<file path="src/hdl/arithPkg.sv">
// shared types for the accumulator unit
// widths, command opcodes, operand union, command and status words

package arithPkg;

  localparam int ACC_W = 16;  // 4 lookahead slices of 4 bits
  localparam int FAC_W = 8;

  // accumulator commands
  typedef enum logic [1:0] {
    ACC_LOAD = 2'd0,  // acc <= operand word
    ACC_ADD  = 2'd1,  // acc <= acc + word
    ACC_MAC  = 2'd2,  // acc <= acc + facHi * facLo
    ACC_SHR  = 2'd3   // acc <= acc >> word[1:0]
  } accOp_t;

  typedef struct packed {
    logic [FAC_W-1:0] facHi;
    logic [FAC_W-1:0] facLo;
  } facPair_t;

  // one addend, or two factors for a multiply
  typedef union packed {
    logic [ACC_W-1:0] word;
    facPair_t         fac;
  } operand_t;

  typedef struct packed {
    accOp_t   op;
    operand_t arg;
  } accCmd_t;

  typedef struct packed {
    logic [ACC_W-1:0] acc;
    logic             cy;  // carry out, or last bit shifted out
  } accStat_t;

endpackage

</file>
<file path="src/hdl/claSlice.sv">
// 4-bit lookahead adder slice
// sum bits plus per-bit propagate and generate for the group level

`timescale 1ns/10ps

module claSlice (
  input  logic       cin,
  input  logic [3:0] a,
  input  logic [3:0] b,
  output logic [3:0] sum,
  output logic [3:0] p,
  output logic [3:0] g
);

  logic [3:0] bitCin;  // carry into each bit

  assign p = a ^ b;
  assign g = a & b;

  // in-slice lookahead, every carry straight from cin
  assign bitCin[0] = cin;
  assign bitCin[1] = g[0] | (p[0] & cin);
  assign bitCin[2] = g[1]
                   | (p[1] & g[0])
                   | (p[1] & p[0] & cin);
  assign bitCin[3] = g[2]
                   | (p[2] & g[1])
                   | (p[2] & p[1] & g[0])
                   | (p[2] & p[1] & p[0] & cin);

  // slice carry out is left to the group unit
  assign sum = p ^ bitCin;

endmodule

</file>
<file path="src/hdl/claGroup.sv">
// second-level carry lookahead over four 4-bit groups
// carry[0..2] feed slices 1 to 3, carry[3] is the adder carry out

`timescale 1ns/10ps

module claGroup (
  input  logic                      cin,
  input  logic [arithPkg::ACC_W-1:0] p,
  input  logic [arithPkg::ACC_W-1:0] g,
  output logic [3:0]                carry
);

  logic [3:0] grpP;
  logic [3:0] grpG;

  // reduce each nibble to group propagate / generate
  always_comb
  begin
    for (int i = 0; i < 4; i++)
    begin
      grpP[i] = &p[4*i +: 4];
      grpG[i] = g[4*i+3]
              | (p[4*i+3] & g[4*i+2])
              | (p[4*i+3] & p[4*i+2] & g[4*i+1])
              | (p[4*i+3] & p[4*i+2] & p[4*i+1] & g[4*i]);
    end
  end

  assign carry[0] = grpG[0] | (grpP[0] & cin);
  assign carry[1] = grpG[1]
                  | (grpP[1] & grpG[0])
                  | (grpP[1] & grpP[0] & cin);
  assign carry[2] = grpG[2]
                  | (grpP[2] & grpG[1])
                  | (grpP[2] & grpP[1] & grpG[0])
                  | (grpP[2] & grpP[1] & grpP[0] & cin);
  assign carry[3] = grpG[3]
                  | (grpP[3] & grpG[2])
                  | (grpP[3] & grpP[2] & grpG[1])
                  | (grpP[3] & grpP[2] & grpP[1] & grpG[0])
                  | (grpP[3] & grpP[2] & grpP[1] & grpP[0] & cin);

endmodule

</file>
<file path="src/hdl/claAdder.sv">
// 16-bit two-level carry lookahead adder
// four claSlice instances under one claGroup

`timescale 1ns/10ps

module claAdder (
  input  logic                       C,  // sampling clock for the check only
  input  logic                       cin,
  input  logic [arithPkg::ACC_W-1:0] a,
  input  logic [arithPkg::ACC_W-1:0] b,
  output logic [arithPkg::ACC_W-1:0] sum,
  output logic                       cout
);

  logic [arithPkg::ACC_W-1:0] p;
  logic [arithPkg::ACC_W-1:0] g;
  logic [3:0]                 carry;
  logic [3:0]                 sliceCin;

  assign sliceCin = {carry[2:0], cin};  // slice 0 takes the global carry in

  for (genvar i = 0; i < 4; i++)
  begin : gSlice
    claSlice uSlice (
      .cin (sliceCin[i]),
      .a   (a[4*i +: 4]),
      .b   (b[4*i +: 4]),
      .sum (sum[4*i +: 4]),
      .p   (p[4*i +: 4]),
      .g   (g[4*i +: 4])
    );
  end

  claGroup uGroup (
    .cin   (cin),
    .p     (p),
    .g     (g),
    .carry (carry)
  );

  assign cout = carry[3];

  // lookahead result against a plain 17-bit add
  aSumOk : assert property (@(posedge C)
    !$isunknown({a, b, cin}) |->
      {cout, sum} == ({1'b0, a} + {1'b0, b} + {{arithPkg::ACC_W{1'b0}}, cin}))
    else $error("lookahead sum differs from a + b + cin");

endmodule

</file>
<file path="src/hdl/arrayMult.sv">
// unsigned 8x8 array multiplier
// masked shifted partial products summed in a balanced tree

`timescale 1ns/10ps

module arrayMult (
  input  logic [arithPkg::FAC_W-1:0] a,
  input  logic [arithPkg::FAC_W-1:0] b,
  output logic [arithPkg::ACC_W-1:0] prod
);

  logic [arithPkg::ACC_W-1:0] pp [arithPkg::FAC_W];
  logic [arithPkg::ACC_W-1:0] lvl1 [4];
  logic [arithPkg::ACC_W-1:0] lvl2 [2];

  // one row per multiplier bit, a shifted and gated by b[i]
  always_comb
  begin
    for (int i = 0; i < arithPkg::FAC_W; i++)
    begin
      pp[i] = ({{(arithPkg::ACC_W-arithPkg::FAC_W){1'b0}}, a} << i)
            & {arithPkg::ACC_W{b[i]}};
    end
  end

  // pairwise adds, three levels deep
  always_comb
  begin
    for (int i = 0; i < 4; i++)
    begin
      lvl1[i] = pp[2*i] + pp[2*i+1];
    end
    for (int i = 0; i < 2; i++)
    begin
      lvl2[i] = lvl1[2*i] + lvl1[2*i+1];
    end
  end

  assign prod = lvl2[0] + lvl2[1];  // max 0xFE01, never wraps

endmodule

</file>
<file path="src/hdl/accumCore.sv">
// accumulator register with asynchronous clear
// command decode, adder operand select, right shifter, carry/round flag

`timescale 1ns/10ps

module accumCore (
  input  logic                       C,
  input  logic                       CLR,
  input  logic                       en,
  input  arithPkg::accCmd_t          cmd,
  input  logic [arithPkg::ACC_W-1:0] sum,
  input  logic                       cout,
  input  logic [arithPkg::ACC_W-1:0] prod,
  output logic [arithPkg::ACC_W-1:0] addA,
  output logic [arithPkg::ACC_W-1:0] addB,
  output arithPkg::accStat_t         stat
);

  logic [arithPkg::ACC_W-1:0] acc;
  logic                       cy;
  logic [1:0]                 shAmt;
  logic [arithPkg::ACC_W-1:0] shVal;
  logic                       shCy;

  // adder operands
  assign addA = acc;
  assign addB = (cmd.op == arithPkg::ACC_MAC) ? prod : cmd.arg.word;

  assign shAmt = cmd.arg.word[1:0];
  assign shVal = acc >> shAmt;

  // last bit pushed out the bottom
  always_comb
  begin
    case (shAmt)
      2'd1:    shCy = acc[0];
      2'd2:    shCy = acc[1];
      2'd3:    shCy = acc[2];
      default: shCy = 1'b0;  // no shift, nothing lost
    endcase
  end

  always_ff @(posedge C or posedge CLR)
  begin
    if (CLR)
    begin
      acc <= '0;
      cy  <= 1'b0;
    end
    else if (en)
    begin
      case (cmd.op)
        arithPkg::ACC_LOAD:
        begin
          acc <= cmd.arg.word;
          cy  <= 1'b0;
        end
        arithPkg::ACC_ADD,
        arithPkg::ACC_MAC:
        begin
          acc <= sum;
          cy  <= cout;
        end
        arithPkg::ACC_SHR:
        begin
          acc <= shVal;
          cy  <= shCy;
        end
        default:
        begin
          acc <= acc;
          cy  <= cy;
        end
      endcase
    end
  end

  assign stat.acc = acc;
  assign stat.cy  = cy;

  // a strobed command must carry a real opcode
  aOpKnown : assert property (@(posedge C) disable iff (CLR)
    en |-> !$isunknown(cmd.op))
    else $error("unknown opcode with en high");

  // load always leaves the flag clear
  aLoadCy : assert property (@(posedge C) disable iff (CLR)
    (en && cmd.op == arithPkg::ACC_LOAD) |=> !stat.cy)
    else $error("cy set after load");

endmodule

</file>
<file path="src/hdl/arithUnit.sv">
// accumulator unit top level
// multiplier and lookahead adder around the accumulator core

`timescale 1ns/10ps

module arithUnit (
  input  logic               C,
  input  logic               CLR,
  input  logic               en,
  input  arithPkg::accCmd_t  cmd,
  output arithPkg::accStat_t stat
);

  logic [arithPkg::ACC_W-1:0] prod;
  logic [arithPkg::ACC_W-1:0] addA;
  logic [arithPkg::ACC_W-1:0] addB;
  logic [arithPkg::ACC_W-1:0] sum;
  logic                       cout;

  // operand bytes as the two factors
  arrayMult uMult (
    .a    (cmd.arg.fac.facHi),
    .b    (cmd.arg.fac.facLo),
    .prod (prod)
  );

  claAdder uAdder (
    .C    (C),
    .cin  (1'b0),  // accumulate only, no carry chaining
    .a    (addA),
    .b    (addB),
    .sum  (sum),
    .cout (cout)
  );

  accumCore uCore (
    .C    (C),
    .CLR  (CLR),
    .en   (en),
    .cmd  (cmd),
    .sum  (sum),
    .cout (cout),
    .prod (prod),
    .addA (addA),
    .addB (addB),
    .stat (stat)
  );

endmodule

</file>
<file path="config.mk">
export PLATFORM = sky130hd
export DESIGN_NAME = arithUnit
export DESIGN_NICKNAME = d
export VERILOG_FILES = /design/src/hdl/arithPkg.sv /design/src/hdl/claSlice.sv /design/src/hdl/claGroup.sv /design/src/hdl/claAdder.sv /design/src/hdl/arrayMult.sv /design/src/hdl/accumCore.sv /design/src/hdl/arithUnit.sv
export SDC_FILE = /design/constraint.sdc
export NUM_CORES = 1
export LEC_CHECK = 0
export ABC_AREA = 1
export BUFFER_PORTS_ARGS = -buffer_cell sky130_fd_sc_hd__buf_4
export CAP_MARGIN = 10
export CELL_PAD_IN_SITES_DETAIL_PLACEMENT = 0
export CELL_PAD_IN_SITES_GLOBAL_PLACEMENT = 2
export CORE_ASPECT_RATIO = 1.2
export CORE_MARGIN = 10
export CORE_UTILIZATION = 34
export DETAILED_ROUTE_END_ITERATION = 16
export GPL_ROUTABILITY_DRIVEN = 0
export PLACE_DENSITY_LB_ADDON = 0.1
export SYNTH_ARGS = -nofsm -noshare
export SYNTH_HDL_FRONTEND = slang
export SYNTH_SLANG_ARGS = --single-unit
</file>
<file path="constraint.sdc">
create_clock -name C -period 2.6 [get_ports C]
set_input_delay 0.13 -clock C [delete_from_list [all_inputs] [get_ports C]]
set_output_delay 0.13 -clock C [all_outputs]
set_load 0.1 [all_outputs]
</file>
==> flow_metrics.py <==
metrics = {
    "outcome": {
        "status": "complete, but fails checks",
        "violations": "setup timing",
    },
    "final_layout": {
        "nFillCells": 1318,
        "diodes": 0,
        "fin_nets": 889,
        "instances_no_fill": 939,
        "postLayoutCellArea_mm2": 0.00615,
        "drive_above_1_share_pct": 35.1,
        "syn_to_final_growth_pct": 41.3,
    },
    "placed_design": {
        "dp_cells": 910,
        "dp.final_hpwl_um": 11800,
        "portBuffers": 37,
        "placed_area_mm2": 0.00537,
    },
    "die": {
        "die_w_um": 123,
        "initial_core_util_pct": 34.5,
        "core-area_mm2": 0.0126,
        "ios": 38,
        "die-area_mm2": 0.0177,
        "floorplan.die.height_um": 144,
        "num_rows": 45,
    },
    "global_routing": {
        "grt_pass1_wl_um": 23300,
        "grt_max_degree": 28,
        "grt_pass1_vias": 4752,
        "busiest_layer": "met2",
        "grt_use_met3_pct": 0.785,
        "grt_antenna_before_repair": 0,
        "grt_use_met1_pct": 18.4,
        "grt_usage_pct": 16.3,
        "grt_overflow": 0,
        "grt_use_met2_pct": 31.3,
    },
    "timing": {
        "setup_viol": 13,
        "fin_crit_sh_pct": 186,
        "fmax_mhz": 206,
        "tightest_slew_ns": 0.771,
        "final_hold_viol_count": 0,
        "grt_setup_unrepaired": "true",
        "slew_headroom_pct": 48.5,
        "fin_ws_ns": -2.24,
        "setup_tns_ns": -22.45,
        "maxSlewViolCount": 0,
        "fin_crit_ns": 4.84,
        "fin_skew_ns": 0.00193,
    },
    "yosys": {
        "synth.ff_latch_count": 17,
        "syn-cell-area_mm2": 0.00435,
        "avgSynthCellArea_um2": 6.62,
        "yosysSeqAreaShare_pct": 9.77,
        "syn_inst": 658,
        "synthDistinctLibCells": 42,
        "synthesis.nets": 771,
        "ys_warn_count": 0,
    },
    "route": {
        "num_vias": 4522,
        "drt_first_pass_iters": 4,
        "drt-initial-drc-count": 138,
        "wire_per_inst_um": 15.0,
        "via_per_inst": 4.82,
        "ant_nets": 0,
        "wl_um": 14100,
        "drc": 0,
    },
    "setup_path": {
        "critPathArrivalTime_ns": 5.05,
        "critPathMaxStageDelay_ns": 0.57,
        "r2r_cells": 12,
        "crit_top_cell": "nand2_1",
        "start_kind": "primary input",
        "path_class": "primary input to register",
        "reg2reg_slack_ns": 0.27,
        "critPathMaxFanout": 5,
        "end_kind": "register",
        "cp_slowest_cell": "fa_1",
        "r2r_end": "uCore.addA[8]",
        "path_buf_inv": 5,
        "cp.depth": 29,
        "cp_top_family": "adder cells",
        "r2r-start": "uCore.addA[2]",
        "cp.required_ns": 2.80,
    },
    "clock_network": {
        "clock_path_buffers": 2,
        "tritoncts": "done",
        "htreeDepth": 1,
        "clock_sinks": 17,
        "clk_latency_ns": 0.26,
        "path_clk_slew_ns": 0.06,
        "root_buffer": "clkbuf_16",
        "cts_buffers": 3,
    },
    "power_and_ir_drop": {
        "peakVddDrop_mv": 0.527,
        "p_leak_uw": 0.00346,
        "p_per_area_mw_per_mm2": 916,
    },
    "min_path": {
        "min_path_type": "primary input to asynchronous set/reset pin",
    },
    "job": {
        "drv_cap": 0,
    },
}
-- worst reg2reg max path, stage by stage (launching register included) --
cell      delay (ns)
dfrtp_1         0.44
ha_1            0.35
nand2_1         0.10
nand2_1         0.08
nand2_1         0.08
nand2_4         0.12
nand2_2         0.06
nand2_2         0.09
inv_2           0.04
fa_2            0.53
o221ai_2        0.10
a31oi_1         0.17
inv_1           0.05
-- synthesized netlist by cell type, drive strengths merged --
cell,number,area share (%)
nand2,197,18
inv,155,13
ha,50,14
fa,42,19
o21ai,42,4.9
a21oi,28,3.5
nor2,27,2.6
nand3,24,2.9
clkbuf,21,2.5
dfrtp,17,9.8
buf,9,1.6
xor2,6,1.2
a31oi,5,0.72
o211ai,5,0.86
nand4,4,0.57
o2111ai,4,0.80
nor3,3,0.34
a211oi,2,0.34
a41oi,2,0.40
clkinv,2,0.17
o221ai,2,0.40
or2,2,0.29
xnor2,2,0.40
a221oi,1,0.20
a22oi,1,0.17
a32oi,1,0.20
and3,1,0.14
o21a,1,0.17
o21bai,1,0.17
o311ai,1,0.20
-- stage by stage --
step                      worst slack, ns  hold slack [ns]  utilization (%)  power (µW)
after CTS                           -2.23           0.0514             45.9        5020
after floorplan                     -2.36           0.0561                -        3050
after global routing                -2.50           0.0691             48.8        6140
after detailed placement            -2.61            0.329             42.5        4230
final                               -2.24          0.00974             48.8        5630
after global placement              -2.51            0.325             42.5        4200
-- power by group --
part | internal, µW | switching, µW
Sequential | 345 | 130
Clock | 209 | 121
Combinational | 2140 | 2690
-- cells by family (layout without fill, tap and decap cells) --
logic type / Yosys count / in the layout / share of synthesized area [%]
simple gates: 258 / 258 / 24.3
buf+inv: 187 / 304 / 17.6
compound gates: 96 / 96 / 13.1
fa+ha+maj: 92 / 92 / 33.7
flops: 17 / 17 / 9.77
xor+xnor: 8 / 8 / 1.61
-- sequential cells by signal (all words and copies together) (netlist names) --
| signal | flops |
|---|---|
| uCore.cy | 1 |
| uCore.addA | 16 |
-- area by class of cell --
type / instances / area, µm² / area share, %
inverter: 157 / 599 / 9.74
clock buffer: 4 / 78.8 / 1.28
timing repair buffer: 143 / 1230 / 20.1
multi-input combinational: 454 / 3610 / 58.7
tap: 164 / 205 / 3.34
sequential: 17 / 425 / 6.92
-- per-layer routing --
layer / vias to the layer above / routed length [µm]
li1: 2258 / -
met1: 2177 / 5920
met2: 67 / 7520
met3: 20 / 250
met4: 0 / 412
met5: - / 0
-- layout by cell type, fill, tap and decap left out, types with 3 or more instances in the layout --
cell       Yosys  routed
a21oi_1       27      16
o21ai_1        3      10
ha_1          50      41
a21oi_2        0       8
o211ai_1       5       5
nand4_1        4       4
buf_4          4     109
a31oi_1        5       5
o2111ai_1      4       3
fa_2           0       5
inv_4          0       4
nor2_1        25      23
dfrtp_1       17      17
nand2_2        9      30
o21ai_0       38      24
nand3_1       23      16
buf_8          0       4
inv_1        152     123
xor2_1         6       6
nor2_2         1       3
a21oi_4        1       4
inv_2          3      28
clkbuf_16      0       3
buf_6          2      28
nand2_1      188     155
fa_1          42      37
ha_4           0       8
nand3_2        1       7
nand2_4        0      12
o21ai_2        1       6
-- how the worst max path moves through the flow --
stage	start	to	slack, ns
6_report	cmd[8]	uCore.addA[13]	-2.24
5_1_grt	cmd[8]	uCore.addA[13]	-2.50
4_1_cts	cmd[2]	uCore.addA[12]	-2.23
3_5_place_dp	cmd[5]	uCore.addA[12]	-2.61
3_3_place_gp	cmd[5]	uCore.addA[12]	-2.51
2_1_floorplan	cmd[12]	uCore.addA[12]	-2.36
-- what timing repair did --
item,in CTS,in global routing
gates resized for setup,72,86
setup endpoints to repair,14,14
buffers inserted,15,16
pin swaps,47,62
hold buffers,0,0
No activity file was read; power rests on OpenSTA's default activity.
